[config.mk]
export PLATFORM = sky130hd
export DESIGN_NAME = tof_hist_top
export DESIGN_NICKNAME = d
export VERILOG_FILES = /design/src/hdl/tof_hist_pkg.sv /design/src/hdl/sample_binner.sv /design/src/hdl/hist_accumulator.sv /design/src/hdl/peak_finder.sv /design/src/hdl/hist_apb_regs.sv /design/src/hdl/tof_hist_top.sv
export VERILOG_INCLUDE_DIRS = /design/src /design/src/hdl
export SDC_FILE = /design/constraint.sdc
export NUM_CORES = 1
export LEC_CHECK = 0
export BUFFER_PORTS_ARGS = -buffer_cell sky130_fd_sc_hd__buf_2
export CAP_MARGIN = 20
export CELL_PAD_IN_SITES_DETAIL_PLACEMENT = 2
export CELL_PAD_IN_SITES_GLOBAL_PLACEMENT = 2
export CORE_MARGIN = 10
export CORE_UTILIZATION = 41
export DETAILED_ROUTE_END_ITERATION = 8
export GPL_ROUTABILITY_DRIVEN = 0
export PLACE_DENSITY = 0.86
export SLEW_MARGIN = 15
export SYNTH_ARGS = -nofsm -noshare
export SYNTH_HDL_FRONTEND = slang
export SYNTH_SLANG_ARGS = --single-unit
[constraint.sdc]
create_clock -name clk -period 3.1 [get_ports clk]
set_clock_uncertainty 0.15 [all_clocks]
set_input_delay 0.465 -clock clk [delete_from_list [all_inputs] [get_ports clk]]
set_output_delay 0.465 -clock clk [all_outputs]
set_load 0.02 [all_outputs]
[src/hdl/tof_hist_cfg.svh]
`ifndef TOF_HIST_CFG_SVH
`define TOF_HIST_CFG_SVH

// raw photon timestamp from the TDC
`define TS_W 8

// histogram bin index, one nibble of the timestamp
`define BIN_W 4

// pixels per frame and their index width
`define NUM_PIX 4
`define PIX_W 2

// samples per pixel in one acquisition
`define SAMP_PER_PIX 4

// acquisitions per frame
`define NUM_ACQ 3

// bin counter, 12 hits per pixel at most
`define CNT_W 4

// APB bus widths
`define APB_AW 8
`define APB_DW 32

`endif

[src/hdl/tof_hist_pkg.sv]
`default_nettype none

`include "tof_hist_cfg.svh"

package tof_hist_pkg;

    // which timestamp nibble becomes the bin
    typedef enum logic {
        MODE_COARSE = 1'b0,
        MODE_FINE   = 1'b1
    } bin_mode_e;

    // register map offsets
    // peak registers continue at 4-byte steps after REG_PEAK0
    typedef enum logic [`APB_AW-1:0] {
        REG_CTRL   = `APB_AW'h00,
        REG_STATUS = `APB_AW'h04,
        REG_PEAK0  = `APB_AW'h10
    } reg_ofs_e;

endpackage

`default_nettype wire

[src/hdl/sample_binner.sv]
`timescale 1ns/10ps
`default_nettype none

`include "tof_hist_cfg.svh"

module sample_binner
    import tof_hist_pkg::*;
(
    input  logic                       clk,
    input  logic                       combin_res,
    input  logic                       ts_valid,
    input  logic [`TS_W-1:0]           ts,
    input  logic                       enable,
    input  bin_mode_e                  mode,
    input  logic [`NUM_PIX*`BIN_W-1:0] peak_coarse,
    output logic                       s1_valid,
    output logic [`PIX_W-1:0]          s1_pix,
    output logic [`BIN_W-1:0]          s1_bin,
    output logic                       s1_count_en,
    output logic                       s1_last
);

    localparam int SAMP_W = $clog2(`SAMP_PER_PIX);
    localparam int ACQ_W  = $clog2(`NUM_ACQ);

    // sequence position of the next accepted sample
    logic [SAMP_W-1:0] samp_cnt;
    logic [`PIX_W-1:0] pix_cnt;
    logic [ACQ_W-1:0]  acq_cnt;
    logic              accept;
    logic              samp_wrap;
    logic              pix_wrap;
    logic              acq_wrap;
    logic              first_samp;
    logic              last_samp;
    bin_mode_e         frame_mode;

    // captured sample waiting for binning
    logic              cap_valid;
    logic [`TS_W-1:0]  cap_ts;
    logic [`PIX_W-1:0] cap_pix;
    logic              cap_last;

    logic [`BIN_W-1:0] ts_hi;
    logic [`BIN_W-1:0] ts_lo;
    logic [`BIN_W-1:0] pix_peak;
    logic [`BIN_W-1:0] bin;
    logic              in_win;

    // disabled samples are dropped before the sequence
    assign accept     = ts_valid && enable;
    assign samp_wrap  = samp_cnt == SAMP_W'(`SAMP_PER_PIX - 1);
    assign pix_wrap   = pix_cnt == `PIX_W'(`NUM_PIX - 1);
    assign acq_wrap   = acq_cnt == ACQ_W'(`NUM_ACQ - 1);
    assign first_samp = (samp_cnt == '0) && (pix_cnt == '0) && (acq_cnt == '0);
    assign last_samp  = samp_wrap && pix_wrap && acq_wrap;

    always_ff @(posedge clk or negedge combin_res) begin
        if (!combin_res) begin
            samp_cnt   <= '0;
            pix_cnt    <= '0;
            acq_cnt    <= '0;
            frame_mode <= MODE_COARSE;
            cap_valid  <= 1'b0;
        end else begin
            cap_valid <= accept;
            if (accept) begin
                // mode is frozen for the whole frame
                if (first_samp) begin
                    frame_mode <= mode;
                end
                if (!samp_wrap) begin
                    samp_cnt <= samp_cnt + 1'b1;
                end else begin
                    samp_cnt <= '0;
                    if (!pix_wrap) begin
                        pix_cnt <= pix_cnt + 1'b1;
                    end else begin
                        pix_cnt <= '0;
                        acq_cnt <= acq_wrap ? '0 : acq_cnt + 1'b1;
                    end
                end
            end
        end
    end

    always_ff @(posedge clk) begin
        if (accept) begin
            cap_ts   <= ts;
            cap_pix  <= pix_cnt;
            cap_last <= last_samp;
        end
    end

    // nibble split and fine window against the stored coarse peak
    assign ts_hi    = cap_ts[`TS_W-1 -: `BIN_W];
    assign ts_lo    = cap_ts[`BIN_W-1:0];
    assign pix_peak = peak_coarse[cap_pix*`BIN_W +: `BIN_W];
    assign bin      = (frame_mode == MODE_FINE) ? ts_lo : ts_hi;
    assign in_win   = (frame_mode == MODE_COARSE) || (ts_hi == pix_peak);

    always_ff @(posedge clk or negedge combin_res) begin
        if (!combin_res) begin
            s1_valid <= 1'b0;
        end else begin
            s1_valid <= cap_valid;
        end
    end

    always_ff @(posedge clk) begin
        if (cap_valid) begin
            s1_pix      <= cap_pix;
            s1_bin      <= bin;
            s1_count_en <= in_win;
            s1_last     <= cap_last;
        end
    end

endmodule

`default_nettype wire

[src/hdl/hist_accumulator.sv]
`timescale 1ns/10ps
`default_nettype none

`include "tof_hist_cfg.svh"

module hist_accumulator (
    input  logic              clk,
    input  logic              combin_res,
    input  logic              s1_valid,
    input  logic [`PIX_W-1:0] s1_pix,
    input  logic [`BIN_W-1:0] s1_bin,
    input  logic              s1_count_en,
    input  logic              s1_last,
    output logic              s2_valid,
    output logic [`PIX_W-1:0] s2_pix,
    output logic [`BIN_W-1:0] s2_bin,
    output logic [`CNT_W-1:0] s2_count,
    output logic              s2_last
);

    // one histogram per pixel, pixel index in the upper address bits
    localparam int HIST_DEPTH = `NUM_PIX * (1 << `BIN_W);
    localparam int IDX_W      = `PIX_W + `BIN_W;

    logic [`CNT_W-1:0]     hist_mem [HIST_DEPTH];
    // a clear bit means the bin holds no hits this frame
    logic [HIST_DEPTH-1:0] hist_vld;

    // write-back of the count held on s2
    logic                  wb_en;
    logic [IDX_W-1:0]      wb_idx;

    logic [IDX_W-1:0]      rd_idx;
    logic [`CNT_W-1:0]     rd_cnt;
    logic                  fwd_hit;
    logic [`CNT_W-1:0]     base_cnt;
    logic [`CNT_W-1:0]     next_cnt;

    assign rd_idx = {s1_pix, s1_bin};
    assign wb_idx = {s2_pix, s2_bin};

    // stale array data is masked by the valid bit
    assign rd_cnt = hist_vld[rd_idx] ? hist_mem[rd_idx] : '0;

    // array is written one cycle late
    // so a repeat hit takes the count straight off s2
    assign fwd_hit  = wb_en && (wb_idx == rd_idx);
    assign base_cnt = fwd_hit ? s2_count : rd_cnt;
    assign next_cnt = s1_count_en ? base_cnt + 1'b1 : '0;

    always_ff @(posedge clk or negedge combin_res) begin
        if (!combin_res) begin
            wb_en    <= 1'b0;
            hist_vld <= '0;
        end else begin
            // last sample never writes back
            // its frame is already closed
            wb_en <= s1_valid && s1_count_en && !s1_last;
            if (s1_valid && s1_last) begin
                // whole frame clears at once
                hist_vld <= '0;
            end else if (wb_en) begin
                hist_vld[wb_idx] <= 1'b1;
            end
        end
    end

    always_ff @(posedge clk) begin
        if (wb_en) begin
            hist_mem[wb_idx] <= s2_count;
        end
    end

    always_ff @(posedge clk or negedge combin_res) begin
        if (!combin_res) begin
            s2_valid <= 1'b0;
        end else begin
            s2_valid <= s1_valid;
        end
    end

    // updated single-bin count to the peak stage
    always_ff @(posedge clk) begin
        if (s1_valid) begin
            s2_pix   <= s1_pix;
            s2_bin   <= s1_bin;
            s2_count <= next_cnt;
            s2_last  <= s1_last;
        end
    end

endmodule

`default_nettype wire

[src/hdl/peak_finder.sv]
`timescale 1ns/10ps
`default_nettype none

`include "tof_hist_cfg.svh"

module peak_finder
    import tof_hist_pkg::*;
(
    input  logic                       clk,
    input  logic                       combin_res,
    input  logic                       s2_valid,
    input  logic [`PIX_W-1:0]          s2_pix,
    input  logic [`BIN_W-1:0]          s2_bin,
    input  logic [`CNT_W-1:0]          s2_count,
    input  logic                       s2_last,
    input  bin_mode_e                  mode,
    output logic [`NUM_PIX*`BIN_W-1:0] peak_coarse,
    output logic [`NUM_PIX*`BIN_W-1:0] peak_fine,
    output logic [`NUM_PIX*`CNT_W-1:0] peak_cnt,
    output logic                       frame_done
);

    // running maximum per pixel
    logic [`BIN_W-1:0] run_bin [`NUM_PIX];
    logic [`CNT_W-1:0] run_cnt [`NUM_PIX];
    // maximum including the sample now on s2
    logic [`BIN_W-1:0] fin_bin [`NUM_PIX];
    logic [`CNT_W-1:0] fin_cnt [`NUM_PIX];
    logic              upd;

    // ctrl mode delayed to line up with stage 1's latch point
    bin_mode_e         mode_pipe [3];
    bin_mode_e         frame_mode;
    bin_mode_e         cur_mode;
    logic              frame_open;

    // strictly greater, so the first bin to a count holds it
    assign upd = s2_valid && (s2_count > run_cnt[s2_pix]);

    always_comb begin
        for (int p = 0; p < `NUM_PIX; p++) begin
            if (upd && (s2_pix == `PIX_W'(p))) begin
                fin_bin[p] = s2_bin;
                fin_cnt[p] = s2_count;
            end else begin
                fin_bin[p] = run_bin[p];
                fin_cnt[p] = run_cnt[p];
            end
        end
    end

    // first sample of a frame picks the mode up
    assign cur_mode = frame_open ? frame_mode : mode_pipe[2];

    always_ff @(posedge clk or negedge combin_res) begin
        if (!combin_res) begin
            for (int i = 0; i < 3; i++) begin
                mode_pipe[i] <= MODE_COARSE;
            end
            frame_mode <= MODE_COARSE;
            frame_open <= 1'b0;
        end else begin
            mode_pipe[0] <= mode;
            mode_pipe[1] <= mode_pipe[0];
            mode_pipe[2] <= mode_pipe[1];
            if (s2_valid) begin
                frame_mode <= cur_mode;
                frame_open <= !s2_last;
            end
        end
    end

    always_ff @(posedge clk or negedge combin_res) begin
        if (!combin_res) begin
            for (int p = 0; p < `NUM_PIX; p++) begin
                run_bin[p] <= '0;
                run_cnt[p] <= '0;
            end
            peak_coarse <= '0;
            peak_fine   <= '0;
            peak_cnt    <= '0;
            frame_done  <= 1'b0;
        end else begin
            frame_done <= s2_valid && s2_last;
            if (s2_valid && s2_last) begin
                // latch peaks and restart the running state
                for (int p = 0; p < `NUM_PIX; p++) begin
                    if (cur_mode == MODE_FINE) begin
                        peak_fine[p*`BIN_W +: `BIN_W] <= fin_bin[p];
                    end else begin
                        peak_coarse[p*`BIN_W +: `BIN_W] <= fin_bin[p];
                    end
                    peak_cnt[p*`CNT_W +: `CNT_W] <= fin_cnt[p];
                    run_bin[p] <= '0;
                    run_cnt[p] <= '0;
                end
            end else if (upd) begin
                run_bin[s2_pix] <= s2_bin;
                run_cnt[s2_pix] <= s2_count;
            end
        end
    end

endmodule

`default_nettype wire

[src/hdl/hist_apb_regs.sv]
`timescale 1ns/10ps
`default_nettype none

`include "tof_hist_cfg.svh"

module hist_apb_regs
    import tof_hist_pkg::*;
(
    input  logic                       clk,
    input  logic                       combin_res,
    input  logic                       psel,
    input  logic                       penable,
    input  logic                       pwrite,
    input  logic [`APB_AW-1:0]         paddr,
    input  logic [`APB_DW-1:0]         pwdata,
    input  logic [`NUM_PIX*`BIN_W-1:0] peak_coarse,
    input  logic [`NUM_PIX*`BIN_W-1:0] peak_fine,
    input  logic [`NUM_PIX*`CNT_W-1:0] peak_cnt,
    input  logic                       frame_done,
    output logic [`APB_DW-1:0]         prdata,
    output logic                       pready,
    output logic                       pslverr,
    output logic                       enable,
    output bin_mode_e                  mode
);

    // first address past the peak block
    localparam logic [`APB_AW-1:0] PEAK_END = REG_PEAK0 + `APB_AW'(4 * `NUM_PIX);

    logic              access;
    logic              wr_en;
    logic              hit_ctrl;
    logic              hit_status;
    logic              hit_peak;
    logic [`PIX_W-1:0] peak_sel;
    logic              done_flag;
    logic [7:0]        frame_cnt;
    logic [`APB_DW-1:0] rd_data;

    // access phase of a transfer
    assign access = psel && penable;
    assign wr_en  = access && pwrite;

    // address decode
    assign hit_ctrl   = paddr == REG_CTRL;
    assign hit_status = paddr == REG_STATUS;
    assign hit_peak   = (paddr >= REG_PEAK0) && (paddr < PEAK_END) && (paddr[1:0] == 2'b00);
    assign peak_sel   = paddr[`PIX_W+1:2];

    always_comb begin
        rd_data = '0;
        if (hit_ctrl) begin
            rd_data[0] = enable;
            rd_data[1] = mode;
        end else if (hit_status) begin
            rd_data[0]    = done_flag;
            rd_data[15:8] = frame_cnt;
        end else if (hit_peak) begin
            rd_data[3:0]  = peak_coarse[peak_sel*`BIN_W +: `BIN_W];
            rd_data[7:4]  = peak_fine[peak_sel*`BIN_W +: `BIN_W];
            rd_data[11:8] = peak_cnt[peak_sel*`CNT_W +: `CNT_W];
        end
    end

    // zero wait states
    assign pready  = 1'b1;
    assign prdata  = (psel && !pwrite) ? rd_data : '0;
    assign pslverr = access && !(hit_ctrl || hit_status || hit_peak);

    always_ff @(posedge clk or negedge combin_res) begin
        if (!combin_res) begin
            enable    <= 1'b0;
            mode      <= MODE_COARSE;
            done_flag <= 1'b0;
            frame_cnt <= '0;
        end else begin
            if (wr_en && hit_ctrl) begin
                enable <= pwdata[0];
                mode   <= bin_mode_e'(pwdata[1]);
            end
            // a new frame beats a clear in the same cycle
            if (frame_done) begin
                done_flag <= 1'b1;
                frame_cnt <= frame_cnt + 1'b1;
            end else if (wr_en && hit_status && pwdata[0]) begin
                done_flag <= 1'b0;
            end
        end
    end

endmodule

`default_nettype wire

[src/hdl/tof_hist_top.sv]
`timescale 1ns/10ps
`default_nettype none

`include "tof_hist_cfg.svh"

module tof_hist_top
    import tof_hist_pkg::*;
(
    input  logic               clk,
    input  logic               combin_res,
    input  logic               ts_valid,
    input  logic [`TS_W-1:0]   ts,
    input  logic               psel,
    input  logic               penable,
    input  logic               pwrite,
    input  logic [`APB_AW-1:0] paddr,
    input  logic [`APB_DW-1:0] pwdata,
    output logic [`APB_DW-1:0] prdata,
    output logic               pready,
    output logic               pslverr,
    output logic               frame_done
);

    // control from the register block
    logic                       enable;
    bin_mode_e                  mode;

    // stage 1 to stage 2
    logic                       s1_valid;
    logic [`PIX_W-1:0]          s1_pix;
    logic [`BIN_W-1:0]          s1_bin;
    logic                       s1_count_en;
    logic                       s1_last;

    // stage 2 to stage 3
    logic                       s2_valid;
    logic [`PIX_W-1:0]          s2_pix;
    logic [`BIN_W-1:0]          s2_bin;
    logic [`CNT_W-1:0]          s2_count;
    logic                       s2_last;

    // latched peaks, also fed back for the fine window
    logic [`NUM_PIX*`BIN_W-1:0] peak_coarse;
    logic [`NUM_PIX*`BIN_W-1:0] peak_fine;
    logic [`NUM_PIX*`CNT_W-1:0] peak_cnt;

    sample_binner u_binner (
        .clk         (clk),
        .combin_res  (combin_res),
        .ts_valid    (ts_valid),
        .ts          (ts),
        .enable      (enable),
        .mode        (mode),
        .peak_coarse (peak_coarse),
        .s1_valid    (s1_valid),
        .s1_pix      (s1_pix),
        .s1_bin      (s1_bin),
        .s1_count_en (s1_count_en),
        .s1_last     (s1_last)
    );

    hist_accumulator u_accum (
        .clk         (clk),
        .combin_res  (combin_res),
        .s1_valid    (s1_valid),
        .s1_pix      (s1_pix),
        .s1_bin      (s1_bin),
        .s1_count_en (s1_count_en),
        .s1_last     (s1_last),
        .s2_valid    (s2_valid),
        .s2_pix      (s2_pix),
        .s2_bin      (s2_bin),
        .s2_count    (s2_count),
        .s2_last     (s2_last)
    );

    peak_finder u_peak (
        .clk         (clk),
        .combin_res  (combin_res),
        .s2_valid    (s2_valid),
        .s2_pix      (s2_pix),
        .s2_bin      (s2_bin),
        .s2_count    (s2_count),
        .s2_last     (s2_last),
        .mode        (mode),
        .peak_coarse (peak_coarse),
        .peak_fine   (peak_fine),
        .peak_cnt    (peak_cnt),
        .frame_done  (frame_done)
    );

    hist_apb_regs u_regs (
        .clk         (clk),
        .combin_res  (combin_res),
        .psel        (psel),
        .penable     (penable),
        .pwrite      (pwrite),
        .paddr       (paddr),
        .pwdata      (pwdata),
        .peak_coarse (peak_coarse),
        .peak_fine   (peak_fine),
        .peak_cnt    (peak_cnt),
        .frame_done  (frame_done),
        .prdata      (prdata),
        .pready      (pready),
        .pslverr     (pslverr),
        .enable      (enable),
        .mode        (mode)
    );

endmodule

`default_nettype wire

# Yosys cells after proc, flatten, opt, wreduce, memory -nomap -nowiden
# Memory sizes are Yosys's and may differ from the RTL's. A register that Yosys moved wholly into a read port is not among the register bits.
# Cells that the tools add are included.
# word_totals
ram_bits,256
out_inout_bits,35
romBits,0
n_memories,1
register_bits,202
latch_bits,0
elab_cells,164
# memory_table
name,depth,width,rd,rd_ports_with_merged_regs,wr,line_no,rtl
u_accum.hist_mem,64,4,1,1,1,hist_accumulator.sv:25,logic [`CNT_W-1:0] hist_mem [HIST_DEPTH];
# op_classes
mul,0
n_shift,4
bitwise,4
muxes,45
reduce_logical,47
order_cmp,8
addsub,5
eq_ne,9
div_mod_pow,0
# ops
op,count
two-way mux 64 bit,2
two-way mux 16 bit,5
two-way mux 4 bit,16
OR 64 bit,1
indexed part select 16 x 5 -> 4 bit,4
bitwise mux 16 bit,2
logical AND 1 bit,26
"< comparator 6 x 7 -> 1 bit, second input constant",2
two-way mux 14 bit,1
two-way mux 12 bit,1
"equality test 2 bit, second input constant",5
logical NOT 2 bit,5
"adder 8 x 1 -> 8 bit, second input constant",1
binary-select mux 4 bit (select 2 bit),1
demux 4 bit (select 2 bit),1
"equality test 8 x 3 -> 1 bit, second input constant",1
"greater-or-equal comparator 8 x 5 -> 1 bit, second input constant",1
logical NOT 8 bit,1
"< comparator 8 x 6 -> 1 bit, second input constant",1
two-way mux 1 bit,8
two-way mux 2 bit,4
AND reduction 2 bit,4
two-way mux 7 bit,1
"adder 2 x 1 -> 2 bit, second input constant",3
17 further kinds,25

# Depth between registers and ports, before layout
# logic_depth
word_depth,8
ltp_mapped,13
depth_no_buf,10

# Hierarchy
# Synthesis repeated with hierarchy kept, for this count alone.
# unflattened
hier_cells,1201
hier_area_um2,19277.2
# modules_own_cells
mod,cells_each,instances,seq_area_each_um2,area_per_inst_um2
hist_accumulator,731,1,9669.3,13465.4
peak_finder,294,1,2152.1,3498.4
sample_binner,68,1,795.8,1181.1
hist_apb_regs,108,1,275.3,1132.3

# Worst setup path before layout
# OpenSTA, ideal clock, no wires.
# synth_path
kind,reg2reg
from,register u_accum.s2_pix[0]
to,register u_peak.peak_coarse[4]
stages_incl_launch_ff,13
arrival_time_ns,3.009
slack_ns,-0.191
path_buffers,2
required_ns,2.818
path_cell_list,edfxtp_1 buf_1 mux4_2 inv_1 ha_1 nor2b_1 o21a_1 o21a_1 o211ai_1 nor3b_1 buf_1 mux2i_1 o21ai_0
# synth_via
elab_chain_cells,8
elab_cells_between_ends,9
# synth_lines
item,line_no,rtl
start: declaration,hist_accumulator.sv:15,"output logic [`PIX_W-1:0] s2_pix,"
start signal: assignment,hist_accumulator.sv:85,s2_pix <= s1_pix;
inverter 2 -> 3 bit (not written as such),peak_finder.sv:38,assign upd = s2_valid && (s2_count > run_cnt[s2_pix]);
binary-select mux 4 bit (select 2 bit),peak_finder.sv:38,
two-way mux 4 bit (not written as such) (2 in series),peak_finder.sv:38,
greater-than comparator 4 bit,peak_finder.sv:38,
logical AND 1 bit,peak_finder.sv:38,
logical AND 1 bit *,peak_finder.sv:42,if (upd && (s2_pix == `PIX_W'(p))) begin
two-way mux 4 bit *,peak_finder.sv:42,
end signal: indexed assignment,peak_finder.sv:91,peak_coarse[p*`BIN_W +: `BIN_W] <= fin_bin[p];
end: declaration,peak_finder.sv:17,"output logic [`NUM_PIX*`BIN_W-1:0] peak_coarse,"
# Every way passes the cells marked *; elsewhere a longest branch is shown, timed or not. The select of a mux whose other input is x is not followed.
# A chain may end at the register's enable or synchronous reset.

# Worst setup path after layout
# layout_path
from,register u_accum.s2_pix[0]
to,register u_peak.peak_cnt[6]
# layout_via
elab_chain_cells,8
elab_cells_between_ends,9
# layout_lines
item,line_no,rtl
inverter 2 -> 3 bit (not written as such),peak_finder.sv:38,
binary-select mux 4 bit (select 2 bit),peak_finder.sv:38,
two-way mux 4 bit (not written as such) (2 in series),peak_finder.sv:38,
greater-than comparator 4 bit,peak_finder.sv:38,
logical AND 1 bit,peak_finder.sv:38,
logical AND 1 bit *,peak_finder.sv:42,
two-way mux 4 bit *,peak_finder.sv:42,
end signal: indexed assignment,peak_finder.sv:93,peak_cnt[p*`CNT_W +: `CNT_W] <= fin_cnt[p];
end: declaration,peak_finder.sv:19,"output logic [`NUM_PIX*`CNT_W-1:0] peak_cnt,"
# Marked as above.

==> results by group <==
CTS
  • H-Tree Depth: 2
  • CTS tree: built
  • Clock-pin slew on the worst setup and hold paths: 0.07 ns
  • Root buffer cell: clkbuf_16
  • Total CTS buffers: 49
  • Bufs on Longest Clock Path: 3
  • Worst-skew pair later-pin latency: 0.61 ns
  • Clock Sinks: 464

Floorplanning
  • Total I/O pin count: 89
  • Core footprint: 0.0464 mm2
  • Die width: 236 um
  • Area of the die: 0.0557 mm2
  • Initial Util: 41.3%
  • Die height: 236 um
  • # rows: 79

Detailed routing
  • Final ANT Viol Nets: 0
  • Vias: 12500
  • First drt pass iteration count: 5
  • Met2 WL post-DR: 37700 um
  • DR iter-0 viols: 1233
  • Drt total wl: 72500 um
  • Max Used Layer: met4
  • Post-DR vias/cell: 6.23
  • DR WL/cell: 36.0 um
  • Routed met1 length: 26800 um
  • DRC viols: 0
  • Metal3 WL: 4190 um

Yosys
  • Cell count after synthesis: 1209
  • Most area-consuming cells after synthesis: edfxtp_1 (45%), dfrtp_1 (22%), mux4_2 (11%)
  • Cell Area, Synth: 0.0191 mm2
  • Main flop type after synthesis: edfxtp_1
  • Yosys top cell by area: edfxtp_1
  • Synth warn: 0
  • Seq/Total Area, Yosys: 68.0%
  • Async SR Flop Fraction: 37.1%
  • Post-synth EDFFs: 286
  • Syn Area/Cell: 15.8 um2
  • Synth Register Bits: 464
  • Share of Yosys cell area claimed by the top area cell type: 44.9%
  • Distinct cells, synth: 61

Worst setup path
  • Start point of the critical path: u_accum.s2_pix[0]
  • Crit path required time: 3.43 ns
  • CP arrival: 3.94 ns
  • Crit-path max FO: 4
  • R2r startpoint: u_accum.s2_pix[0]
  • Crit Path Category: reg -> reg
  • CP Capture Type: flop
  • Setup crit start kind: flop

Timing
  • Sum Neg Setup Slack: -25.78 ns
  • # setup viols final: 112
  • Max Freq: 277 MHz
  • Final min period: 3.60 ns
  • Slew HR: 36.9%
  • RSZ-0062 raised after global routing: yes
  • Final Slew Violations: 0
  • Measured slew at the worst slew-check pin: 0.946 ns
  • Setup WS post-layout: -0.504 ns
  • Final period utilization: 116%
  • Final Hold Vio Count: 0

Global route
  • Largest net degree at the start of global routing: 74
  • All-Layer GR Usage: 23.5%
  • Vias in the first global route: 13700
  • GR Overflow Total: 0
  • Initial antenna violation count: 0
  • First-pass GRT wire length: 97700 um

Place
  • Port buffer count: 41
  • Post-Place Cells: 1865
  • Final HPWL DP: 37800 um
  • Dpl ws: -0.731 ns

Power and ir drop
  • Leak pwr: 0.00881 uW
  • Peak supply drop: 0.370 mV
  • P per Cell Area: 543 mW/mm2
  • Total Power: 12800 uW

Status
  • Failing checks: negative setup slack
  • Outcome: finished with violations

Final layout
  • Layout cells sized above 1: 34.8%
  • Layout Nets: 1429
  • Final Non-Filler Cells: 2011
  • Most common cell after layout, fill and taps aside: edfxtp_1
  • Ant. Diodes: 0
  • Commonest cells after routing, fill and taps aside: edfxtp_1 (286), dfrtp_1 (172), nor2_1 (98)
  • Fillers: 4085
  • Area delta synth->final: 23.6%

Job
  • MaxCap Viol Count: 0

Worst hold path
  • Hold crit path type: in -> reg
  • Hold path start: ts_valid
metrics by stage:
stage	area, um2	utilization (%)	hold slack (ns)
after floorplan	19200	-	0.0194
after global placement	20500	44.2	0.187
after detailed placement	20500	44.2	0.219
after CTS	23100	49.8	0.190
after global routing	23700	51.0	0.257
final	23700	51.0	0.192
cells in the mapped netlist (all sizes together) (3+ instances only):
master and number:
a2111oi 3, a211oi 3, a21oi 12, a221oi 3, a22o 3, a22oi 30
and2 9, and3 10, buf 42, clkbuf 41, dfrtp 172, dfxtp 6
edfxtp 286, ha 10, inv 14, mux2 19, mux2i 40, mux4 97
nand2 77, nand2b 3, nand3 6, nand3b 3, nand4 7, nor2 112
nor2b 9, nor3 13, nor3b 6, nor4 5, o21a 66, o21ai 54
or2 3, xnor2 8, xor2 10
critical path: stages, from the launching register on:
cell	delay [ns]
edfxtp_1	0.49
buf_6	0.16
mux4_2	0.54
inv_1	0.17
ha_4	0.23
o21a_1	0.12
o21a_1	0.22
o211ai_1	0.37
buf_4	0.20
nor3b_4	0.05
buf_6	0.13
buf_8	0.13
mux2i_4	0.19
o21ai_1	0.34
report_power, final:
group          internal [uW]  switching (uW)  total (uW)
registers               6530            27.6        6560
clock network           3280            2710        5990
logic                    102             181         283
total                   9910            2920       12800
path summary, 6_finish.rpt:
kind / endpoint / slack [ns] / cells after the start
worst max-delay path: u_peak.peak_cnt[6] / -0.50 / 13
worst min-delay path: u_binner.samp_cnt[0] / 0.19 / 4
worst max register to register: u_peak.peak_cnt[6] / -0.50 / 13
worst min register to register: u_peak.mode_pipe[1] / 0.26 / 0
max in group asynchronous: u_peak.peak_cnt[13] / 1.54 / 3
min in group asynchronous: u_accum.hist_vld[19] / 0.36 / 2
per-layer routing:
layer,GRT usage (%),vias up
li1,-,4892
met3,4.53,222
met2,40.8,660
met4,11.1,0
met1,27.5,6756
met5,0,-
layout make-up:
class | count | area, um2 | area share [%]
Sequential cell | 464 | 13000 | 55.0
Clock buffer | 78 | 1450 | 6.11
Clock inverter | 12 | 91.3 | 0.386
Inverter | 15 | 56.3 | 0.238
Timing Repair Buffer | 173 | 1620 | 6.85
Tap cell | 607 | 759 | 3.21
Multi-Input combinational cell | 662 | 6660 | 28.2
cell families after synthesis:
kind of cell             share of synthesized area, %
other                                          0.0393
buffers and inverters                            2.58
multiplexers                                     14.7
XOR/XNOR                                        0.824
AO/OA/AOI/OAI                                    6.67
adder cells (fa/ha/maj)                         0.654
AND/OR/NAND/NOR                                  6.55
flip-flops                                       68.0
sequential cells by signal, indices dropped and copies added, names as in the netlist, 2 cells and up, named ones only:
register,flops
u_peak.run_bin,16
u_regs.frame_cnt,8
u_peak.run_cnt,16
u_binner.samp_cnt,2
u_accum.hist_vld,64
u_accum.hist_mem,256
u_binner.acq_cnt,2
u_peak.peak_cnt,16
u_binner.cap_pix,2
u_binner.s1_pix,2
u_accum.s2_count,4
u_peak.peak_fine,16
u_accum.s2_bin,4
u_binner.pix_cnt,2
u_peak.peak_coarse,16
u_binner.s1_bin,4
u_accum.s2_pix,2
u_peak.mode_pipe,3
u_binner.cap_ts,8
timing repair:
action,4_1_cts,5_1_grt
hold buffers,11,0
setup buffers,30,22
pin swaps,50,33
endpoints found under the setup margin,84,88
cloned,2,1
hold endpoints to repair,80,0
resized for setup,175,92
Power figures use the tool's default switching activity.
